==> src/verilog/oldland_pkg.sv <==
package oldland_pkg;

	////////////////////
	// Instruction format
	////////////////////

	// Bits 31..30 of every instruction.
	typedef enum logic [1:0] {
		CLASS_ARITH  = 2'b00,
		CLASS_BRANCH = 2'b01,
		CLASS_MEM    = 2'b10,
		CLASS_MISC   = 2'b11	// Call lives here.
	} instr_class_t;

	// Bits 29..26. Bit 29 doubles as the flag update request.
	typedef enum logic [3:0] {
		ALU_ADD  = 4'b0000,
		ALU_ADDC = 4'b0001,
		ALU_SUB  = 4'b0010,
		ALU_SUBC = 4'b0011,
		ALU_LSL  = 4'b0100,
		ALU_LSR  = 4'b0101,
		ALU_AND  = 4'b0110,
		ALU_XOR  = 4'b0111,
		ALU_BIC  = 4'b1000,
		ALU_BST  = 4'b1001,
		ALU_OR   = 4'b1010,
		ALU_MOV  = 4'b1011,
		ALU_CMP  = 4'b1100,	// Always writes the flags.
		ALU_ASR  = 4'b1110,
		ALU_PASS = 4'b1111
	} alu_op_t;

	// Held in the rd field of a branch or call.
	// Codes not listed here never take the branch.
	typedef enum logic [2:0] {
		COND_NE     = 3'b001,
		COND_EQ     = 3'b010,
		COND_GT     = 3'b011,	// Carry clear.
		COND_LT     = 3'b100,	// Carry set.
		COND_ALWAYS = 3'b111
	} branch_cond_t;

	// Only word accesses are issued today.
	typedef enum logic [1:0] {
		WIDTH_BYTE = 2'b00,
		WIDTH_HALF = 2'b01,
		WIDTH_WORD = 2'b10
	} mem_width_t;

	////////////////////
	// Widths
	////////////////////

	localparam int reg_sel_w = 3;	// Eight registers.

endpackage
==> src/verilog/oldland_core.sv <==
`timescale 1ns/1ps

module oldland_core
	import oldland_pkg::*;
#(
	parameter int MEM_WORDS = 64
) (
	input  logic                 clk,
	input  logic                 rst_n,
	input  logic                 instr_valid,
	input  logic [31:0]          instr,
	input  logic [31:0]          pc,
	output logic                 wb_en,
	output logic [reg_sel_w-1:0] wb_sel,
	output logic [31:0]          wb_val,
	output logic                 branch_taken,
	output logic [31:0]          branch_target
);

	logic [reg_sel_w-1:0] ra_read_sel, rb_read_sel;
	logic [31:0]          ra_data, rb_data;

	////////////////////
	// Decode to execute
	////////////////////

	logic [31:0]          ra_val, rb_val, imm32, pc_plus_4;
	logic [reg_sel_w-1:0] rd_sel;
	logic                 update_rd, alu_op1_ra, alu_op2_rb;
	logic                 mem_load, mem_store, is_call, update_flags;
	alu_op_t              alu_opc;
	mem_width_t           mem_width;
	branch_cond_t         branch_condition;
	instr_class_t         instr_class;

	////////////////////
	// Execute to result
	////////////////////

	logic [31:0]          alu_out, wr_val, mar, mdr;
	logic                 wr_result, mem_load_out, mem_store_out;
	logic [reg_sel_w-1:0] rd_sel_out;

	oldland_decode i_decode (.*);

	oldland_regfile i_regfile (
		.clk     (clk),
		.rst_n   (rst_n),
		.ra_sel  (ra_read_sel),
		.rb_sel  (rb_read_sel),
		.wb_en   (wb_en),
		.wb_sel  (wb_sel),
		.wb_val  (wb_val),
		.ra_data (ra_data),
		.rb_data (rb_data)
	);

	oldland_exec i_exec (.*);

	oldland_result #(.MEM_WORDS(MEM_WORDS)) i_result (.*);

endmodule

==> src/verilog/oldland_result.sv <==
`timescale 1ns/1ps

module oldland_result
	import oldland_pkg::*;
#(
	parameter int MEM_WORDS = 64
) (
	input  logic                 clk,
	input  logic                 rst_n,
	input  logic [31:0]          alu_out,
	input  logic [31:0]          wr_val,
	input  logic                 wr_result,
	input  logic [reg_sel_w-1:0] rd_sel_out,
	input  logic                 mem_load_out,
	input  logic                 mem_store_out,
	input  logic [31:0]          mar,
	input  logic [31:0]          mdr,
	output logic                 wb_en,
	output logic [reg_sel_w-1:0] wb_sel,
	output logic [31:0]          wb_val
);

	localparam int addr_w = $clog2(MEM_WORDS);

	logic [31:0]       mem [MEM_WORDS];
	logic [29:0]       word_addr;
	logic [addr_w-1:0] mem_index;

	assign word_addr = mar[31:2];
	assign mem_index = word_addr[addr_w-1:0];

	always_ff @(posedge clk or negedge rst_n) begin
		if (!rst_n) begin
			for (int i = 0; i < MEM_WORDS; i++)
				mem[i] <= 32'b0;
		end else if (mem_store_out) begin
			mem[mem_index] <= mdr;
		end
	end

	always_ff @(posedge clk or negedge rst_n) begin
		if (!rst_n)
			wb_en <= 1'b0;
		else
			wb_en <= wr_result;	// Stores never request a write.
	end

	always_ff @(posedge clk) begin
		wb_sel <= rd_sel_out;
		wb_val <= mem_load_out ? mem[mem_index] : wr_val;
	end

	// Addresses must be word aligned and inside the memory.
	a_addr_in_range: assert property (@(posedge clk) disable iff (!rst_n)
		(mem_load_out || mem_store_out) |-> word_addr < MEM_WORDS && mar[1:0] == 2'b00);

endmodule

==> src/verilog/oldland_exec.sv <==
`timescale 1ns/1ps

module oldland_exec
	import oldland_pkg::*;
(
	input  logic                 clk,
	input  logic                 rst_n,
	input  logic [31:0]          ra_val,
	input  logic [31:0]          rb_val,
	input  logic [31:0]          imm32,
	input  logic [31:0]          pc_plus_4,
	input  logic [reg_sel_w-1:0] rd_sel,
	input  logic                 update_rd,
	input  alu_op_t              alu_opc,
	input  logic                 alu_op1_ra,
	input  logic                 alu_op2_rb,
	input  logic                 mem_load,
	input  logic                 mem_store,
	input  mem_width_t           mem_width,
	input  branch_cond_t         branch_condition,
	input  instr_class_t         instr_class,
	input  logic                 is_call,
	input  logic                 update_flags,
	output logic [31:0]          alu_out,
	output logic [31:0]          wr_val,
	output logic                 wr_result,
	output logic [reg_sel_w-1:0] rd_sel_out,
	output logic                 mem_load_out,
	output logic                 mem_store_out,
	output logic [31:0]          mar,
	output logic [31:0]          mdr,
	output logic                 branch_taken,
	output logic [31:0]          branch_target
);

	logic [31:0] op1;
	logic [31:0] op2;
	logic [31:0] alu_q;
	logic        alu_c;
	logic        alu_z;
	logic        cond_met;
	logic        c_flag;
	logic        z_flag;

	assign op1   = alu_op1_ra ? ra_val : pc_plus_4;
	assign op2   = alu_op2_rb ? rb_val : imm32;
	assign alu_z = alu_q == 32'b0;

	////////////////////
	// ALU
	////////////////////

	always_comb begin
		alu_c = 1'b0;
		alu_q = 32'b0;
		case (alu_opc)
		ALU_ADD:  {alu_c, alu_q} = {1'b0, op1} + {1'b0, op2};
		ALU_ADDC: {alu_c, alu_q} = {1'b0, op1} + {1'b0, op2} + {32'b0, c_flag};
		ALU_SUB:  {alu_c, alu_q} = {1'b0, op1} - {1'b0, op2};
		ALU_SUBC: {alu_c, alu_q} = {1'b0, op1} - {1'b0, op2} + {32'b0, c_flag};
		ALU_LSL:  {alu_c, alu_q} = {1'b0, op1} << op2[4:0];	// Carry is the last bit out.
		ALU_LSR:  alu_q = op1 >> op2[4:0];
		ALU_AND:  alu_q = op1 & op2;
		ALU_XOR:  alu_q = op1 ^ op2;
		ALU_BIC:  alu_q = op1 & ~(32'd1 << op2[4:0]);
		ALU_BST:  alu_q = op1 | (32'd1 << op2[4:0]);
		ALU_OR:   alu_q = op1 | op2;
		ALU_MOV:  alu_q = op2;
		ALU_CMP:  {alu_c, alu_q} = {1'b0, op1} - {1'b0, op2};
		ALU_ASR:  alu_q = $unsigned($signed(op1) >>> op2[4:0]);
		ALU_PASS: alu_q = op1;
		default:  alu_q = 32'b0;
		endcase
	end

	always_comb begin
		case (branch_condition)
		COND_NE:     cond_met = !z_flag;
		COND_EQ:     cond_met = z_flag;
		COND_GT:     cond_met = !c_flag;
		COND_LT:     cond_met = c_flag;
		COND_ALWAYS: cond_met = 1'b1;
		default:     cond_met = 1'b0;
		endcase
	end

	always_ff @(posedge clk or negedge rst_n) begin
		if (!rst_n) begin
			wr_result     <= 1'b0;
			mem_load_out  <= 1'b0;
			mem_store_out <= 1'b0;
			branch_taken  <= 1'b0;
			c_flag        <= 1'b0;
			z_flag        <= 1'b0;
		end else begin
			wr_result     <= update_rd;
			mem_load_out  <= mem_load;
			mem_store_out <= mem_store;
			branch_taken  <= (instr_class == CLASS_BRANCH || is_call) && cond_met;
			if (update_flags || alu_opc == ALU_CMP) begin
				c_flag <= alu_c;
				z_flag <= alu_z;
			end
		end
	end

	always_ff @(posedge clk) begin
		alu_out    <= alu_q;
		rd_sel_out <= rd_sel;
		wr_val     <= is_call ? pc_plus_4 : alu_q;	// Call links pc plus 4.
		if (mem_load || mem_store)
			mar <= alu_q;
		if (mem_store)
			mdr <= rb_val;
	end

	assign branch_target = alu_out;

	// Decode gives every memory instruction exactly one direction.
	a_one_mem_dir: assert property (@(posedge clk) disable iff (!rst_n)
		!(mem_load && mem_store));

endmodule

==> src/verilog/oldland_decode.sv <==
`timescale 1ns/1ps

module oldland_decode
	import oldland_pkg::*;
(
	input  logic                 clk,
	input  logic                 rst_n,
	input  logic                 instr_valid,
	input  logic [31:0]          instr,
	input  logic [31:0]          pc,
	input  logic [31:0]          ra_data,
	input  logic [31:0]          rb_data,
	output logic [reg_sel_w-1:0] ra_read_sel,
	output logic [reg_sel_w-1:0] rb_read_sel,
	output logic [31:0]          ra_val,
	output logic [31:0]          rb_val,
	output logic [31:0]          imm32,
	output logic [31:0]          pc_plus_4,
	output logic [reg_sel_w-1:0] rd_sel,
	output logic                 update_rd,
	output alu_op_t              alu_opc,
	output logic                 alu_op1_ra,
	output logic                 alu_op2_rb,
	output logic                 mem_load,
	output logic                 mem_store,
	output mem_width_t           mem_width,
	output branch_cond_t         branch_condition,
	output instr_class_t         instr_class,
	output logic                 is_call,
	output logic                 update_flags
);

	localparam logic [reg_sel_w-1:0] link_sel = '1;	// Call return address register.

	instr_class_t cls;
	alu_op_t      opc;
	logic         is_arith;
	logic         is_branch;
	logic         is_mem;
	logic         is_misc;
	logic         store_bit;
	logic [31:0]  imm;

	assign cls       = instr_class_t'(instr[31:30]);
	assign opc       = alu_op_t'(instr[29:26]);
	assign is_arith  = cls == CLASS_ARITH;
	assign is_branch = cls == CLASS_BRANCH;
	assign is_mem    = cls == CLASS_MEM;
	assign is_misc   = cls == CLASS_MISC;
	assign store_bit = instr[26];
	assign imm       = {{16{instr[15]}}, instr[15:0]};

	assign ra_read_sel = instr[22:20];
	assign rb_read_sel = instr[19:17];

	////////////////////
	// Control set
	////////////////////

	// Everything but arithmetic uses the adder, for a target or an address.
	always_ff @(posedge clk or negedge rst_n) begin
		if (!rst_n) begin
			update_rd    <= 1'b0;
			mem_load     <= 1'b0;
			mem_store    <= 1'b0;
			is_call      <= 1'b0;
			update_flags <= 1'b0;
			instr_class  <= CLASS_ARITH;
			alu_opc      <= ALU_PASS;
		end else begin
			update_rd    <= instr_valid && ((is_arith && opc != ALU_CMP) ||
					(is_mem && !store_bit) || is_misc);
			mem_load     <= instr_valid && is_mem && !store_bit;
			mem_store    <= instr_valid && is_mem && store_bit;
			is_call      <= instr_valid && is_misc;
			update_flags <= instr_valid && instr[29];
			instr_class  <= instr_valid ? cls : CLASS_ARITH;
			if (!instr_valid)
				alu_opc <= ALU_PASS;	// Idle slot must not touch the flags.
			else
				alu_opc <= is_arith ? opc : ALU_ADD;
		end
	end

	////////////////////
	// Operands
	////////////////////

	always_ff @(posedge clk) begin
		ra_val           <= ra_data;
		rb_val           <= rb_data;
		imm32            <= imm;
		pc_plus_4        <= pc + 32'd4;
		rd_sel           <= is_misc ? link_sel : instr[25:23];
		alu_op1_ra       <= !(is_branch || is_misc);
		alu_op2_rb       <= instr[16];
		mem_width        <= WIDTH_WORD;
		branch_condition <= branch_cond_t'(instr[25:23]);
	end

endmodule

==> src/verilog/oldland_regfile.sv <==
`timescale 1ns/1ps

module oldland_regfile
	import oldland_pkg::*;
(
	input  logic                 clk,
	input  logic                 rst_n,
	input  logic [reg_sel_w-1:0] ra_sel,
	input  logic [reg_sel_w-1:0] rb_sel,
	input  logic                 wb_en,
	input  logic [reg_sel_w-1:0] wb_sel,
	input  logic [31:0]          wb_val,
	output logic [31:0]          ra_data,
	output logic [31:0]          rb_data
);

	localparam int num_regs = 1 << reg_sel_w;

	logic [31:0] regs [num_regs];

	// Reads are straight from the flops, so a register written on this
	// edge still shows its old value during the cycle.
	assign ra_data = regs[ra_sel];
	assign rb_data = regs[rb_sel];

	always_ff @(posedge clk or negedge rst_n) begin
		if (!rst_n) begin
			for (int i = 0; i < num_regs; i++)
				regs[i] <= 32'b0;
		end else if (wb_en) begin
			regs[wb_sel] <= wb_val;
		end
	end

endmodule

==> config.mk <==
export PLATFORM = sky130hd
export DESIGN_NAME = oldland_core
export DESIGN_NICKNAME = d
export VERILOG_FILES = /design/src/verilog/oldland_pkg.sv /design/src/verilog/oldland_core.sv /design/src/verilog/oldland_result.sv /design/src/verilog/oldland_exec.sv /design/src/verilog/oldland_decode.sv /design/src/verilog/oldland_regfile.sv
export SDC_FILE = /design/constraint.sdc
export NUM_CORES = 2
export LEC_CHECK = 0
export BUFFER_PORTS_ARGS = -buffer_cell sky130_fd_sc_hd__buf_2
export CAP_MARGIN = 20
export CORE_ASPECT_RATIO = 1.1
export CORE_MARGIN = 1.5
export CORE_UTILIZATION = 35
export DETAILED_ROUTE_END_ITERATION = 6
export GPL_TIMING_DRIVEN = 0
export PLACE_DENSITY = 0.59
export SKIP_LAST_GASP = 1
export SYNTH_ARGS = -nofsm -noshare
export SYNTH_HDL_FRONTEND = slang
export SYNTH_SLANG_ARGS = --single-unit
==> constraint.sdc <==
create_clock -name clk -period 6.8 [get_ports clk]
set_input_delay 1.36 -clock clk [delete_from_list [all_inputs] [get_ports clk]]
set_output_delay 1.36 -clock clk [all_outputs]
set_load 0.005 [all_outputs]
==> results.md <==
* Clock skew at 83.28 ps
* Post-synthesis async set-or-reset flop share at 89.93%
* FF+latch count, synth at 2582
* WHS at 324.2 ps
* Crit start category: register
* Pin count of the biggest net entering global routing at 175
* DP Area at 133300 µm²
* Placer Congestion at 1.047
* Worst-path clk slew at 60 ps
* Root buffer cell: clkbuf_16
* Core Area at 350300 µm²
* Max Fanout on Critical Path at 10
* CTS Buffer Depth at 4
* Port Buf Inserts at 129
* Reg2Reg Depth at 15
* Tot GR Track Use at 37.50%
* Cell Pwr Density at 351.0 nW/µm²
* Area delta synth->final at 18.05%
* Synth unique cells at 123
* Initial antenna violation count at 105
* Final WS setup at -73.28 ps
* # IOs at 136
* GR Layer Usage met3 at 9.950%
* Synth Cell Area at 123000 µm²
* Residual DRC count at 2
* CTS buffer count at 291
* FMAX at 145.5 MHz
* Crit path launch: i_decode.alu_op1_ra
* Drt initial violations at 13221
* CP Data Arrival Time at 7700 ps
* ANT nets after route at 0
* Warnings from Yosys at 0
* Most frequent cells in the layout: 2418 x mux2_2, 2317 x dfrtp_1, 714 x a22oi_1
* Vias at 100521
* Worst Hold Class: reg2reg
* CP Data Required Time at 7630 ps
* CTS sink count at 2582
* Final hold viol count at 0
* Leak at 65.82 nW
* Detail Placement HPWL at 517.7 mm
* Place WS at -3592 ps
* Finished Cell Area at 145200 µm²
* Worst-margin pin slew at 1479 ps
* Met1 GRT Util at 44.98%
* GRT busiest layer: met2
* Vias/cell at 6.499
* Run status: finished with violations
* Total routed wirelength at 680.6 mm
* Syn_area_per_cell at 12.48 µm²
* Commonest non-fill, non-tap cell in the layout: mux2_2
* Clock Latency Late Sink at 970 ps
* Die W at 568.3 µm
* Final min period at 6873 ps
* Fin nets at 10717
* Worst R2R End: i_exec.z_flag
* Number of synthesized flops with an enable pin at 38
* Total power at 0.05098 W
* Final Slew Violations at 0
* Worst r2r src: i_decode.alu_op1_ra
* Global route overflow at 0
* Crit. End Element: register
* Failing checks: design-rule violations, negative setup slack
* Reg2reg setup slack at -70 ps
* H-tree levels at 5
* Max IR drop VDD at 0.0002964 V
* Synth Instances at 9861
* FP Rows at 228
* TritonCTS clock tree: built
* DR pass1 iterations at 7
* Finish-stage setup viols at 1
* Vias in the first global route at 98253
* Hold-fix buffers at CTS at 0
* Main synth FF type: dfrtp_1
* Max_slew headroom at 1.422%
* Height of the die at 624.8 µm
* Seq/Total Area, Yosys at 51.78%
* Post-route clock period utilization at 101.1%
* Max Cap Viol at 0
* Critical path class: reg2reg
* Mapped Nets at 10000
* Critical Path End: i_exec.z_flag
* Share of layout cells above drive strength 1 at 36.26%
* Area of the die at 355100 µm²
* First-pass GRT wire length at 899.9 mm
* Initial Util at 35.12%
* Met2 Usage GRT at 56.38%
* Routed len/inst at 44.00 µm
cell usage after synthesis (45+ instances only):
cell type     n  share of area (%)
a21oi_1     220               0.90
buf_1       204               0.62
o211ai_1     76               0.46
dfrtp_1    2318                 47
o22ai_1      45               0.23
nor2_1      327                1.0
mux2i_1     124                1.0
mux2_2     2418                 22
xnor2_1      80               0.57
o221ai_1     47               0.33
a22o_1      166                1.2
nand4_1     183               0.93
o21ai_0     193               0.79
nand2_1     305               0.93
clkbuf_1    662                2.0
mux4_2      132                2.4
inv_1        96               0.29
dfxtp_1     222                3.6
a221oi_1    201                1.4
a31oi_1     100               0.51
a22oi_1     714                4.4
ha_1         70               0.71
nand3_1     142               0.58
nor3_1       90               0.37
layout make-up:
class	count	area [µm²]
diodes	66	165.2
clock buffers	427	8681
fillers	32873	205100
flip-flops and latches	2582	63720
repair buffers	438	4818
inverters	103	420.4
well taps	4600	5756
clock inverters	90	1276
plain buffers	923	4170
multi-input cells	6239	56230
cells by family (layout without fill, tap and decap cells):
family | Yosys count | count (layout) | share of synthesized area (%)
adders and majority gates | 72 | 72 | 0.7445
other | 0 | 66 | 0
DFF | 2582 | 2582 | 51.78
and+or+nand+nor | 1322 | 1322 | 5.387
AOI/OAI and AO/OA | 2059 | 2059 | 12.33
buffers and inverters | 1040 | 1981 | 3.380
xor gates and xnor gates | 109 | 109 | 0.7821
muxes | 2677 | 2677 | 25.60
registers in the layout (all words and copies together) (netlist names), 4 cells and up:
name	cells
i_result.mem	2048
i_regfile.regs	256
i_decode.pc_plus_4	32
i_decode.ra_val	32
i_decode.rb_val	32
i_exec.alu_out	32
i_exec.mdr	32
i_exec.wr_val	32
i_result.wb_val	32
i_decode.imm32	16
i_exec.mar	6
i_decode.alu_opc	4
through the flow:
stage	util [%]	instances	setup TNS (ps)
2_1_floorplan	-	9861	0
3_3_place_gp	36.95	14590	-
3_5_place_dp	38.04	14817	-113500
4_1_cts	41.33	15386	0
5_1_grt	41.41	15406	-14.26
6_report	41.46	15468	-73.28
where the power goes:
group | internal (W) | leakage (nW) | switching, W
Sequential | 0.0171 | 34.1 | 0.00162
Combinational | 0.00512 | 26.8 | 0.0105
Clock | 0.00974 | 4.92 | 0.00689
Total | 0.0319 | 65.8 | 0.0190
worst min-delay path by stage:
stage | startpoint | to | slack [ps] | cells after the start
2_1_floorplan | i_decode.rd_sel[0] | i_exec.rd_sel_out[0] | 310 | 0
3_3_place_gp | i_exec.rd_sel_out[2] | i_result.wb_sel[2] | 310 | 0
3_5_place_dp | i_decode.rd_sel[0] | i_exec.rd_sel_out[0] | 310 | 0
4_1_cts | i_decode.rd_sel[0] | i_exec.rd_sel_out[0] | 330 | 0
5_1_grt | i_decode.rd_sel[0] | i_exec.rd_sel_out[0] | 330 | 0
6_report | i_exec.rd_sel_out[0] | i_result.wb_sel[0] | 320 | 0
worst max-delay path, stage by stage (launching register included):
cell and delay [ps]:
dfxtp_2 470, buf_6 250, buf_6 290, mux2i_1 870, mux2i_1 470, a22oi_1 340, o221ai_1 500, o211ai_1 770
o311ai_0 270, or3_4 510, or4_1 620, nor4_4 330, nand4bb_1 140, nor4_1 240, nand4b_1 330, o31ai_2 300
metal layers:
layer	wire length, µm	vias to the layer above	share of wire [%]
met5	224	-	0.033
met3	64650	1941	9.5
met4	65710	32	9.7
li1	-	38799	-
met2	296800	6655	44
met1	253200	53094	37
timing repair:
| action | in CTS | in global routing |
|---|---|---|
| pin swaps | 36 | 16 |
| buffers inserted | 57 | 13 |
| gates resized for setup | 277 | 49 |
| setup endpoints to repair | 68 | 3 |
Power figures use the tool's default switching activity.
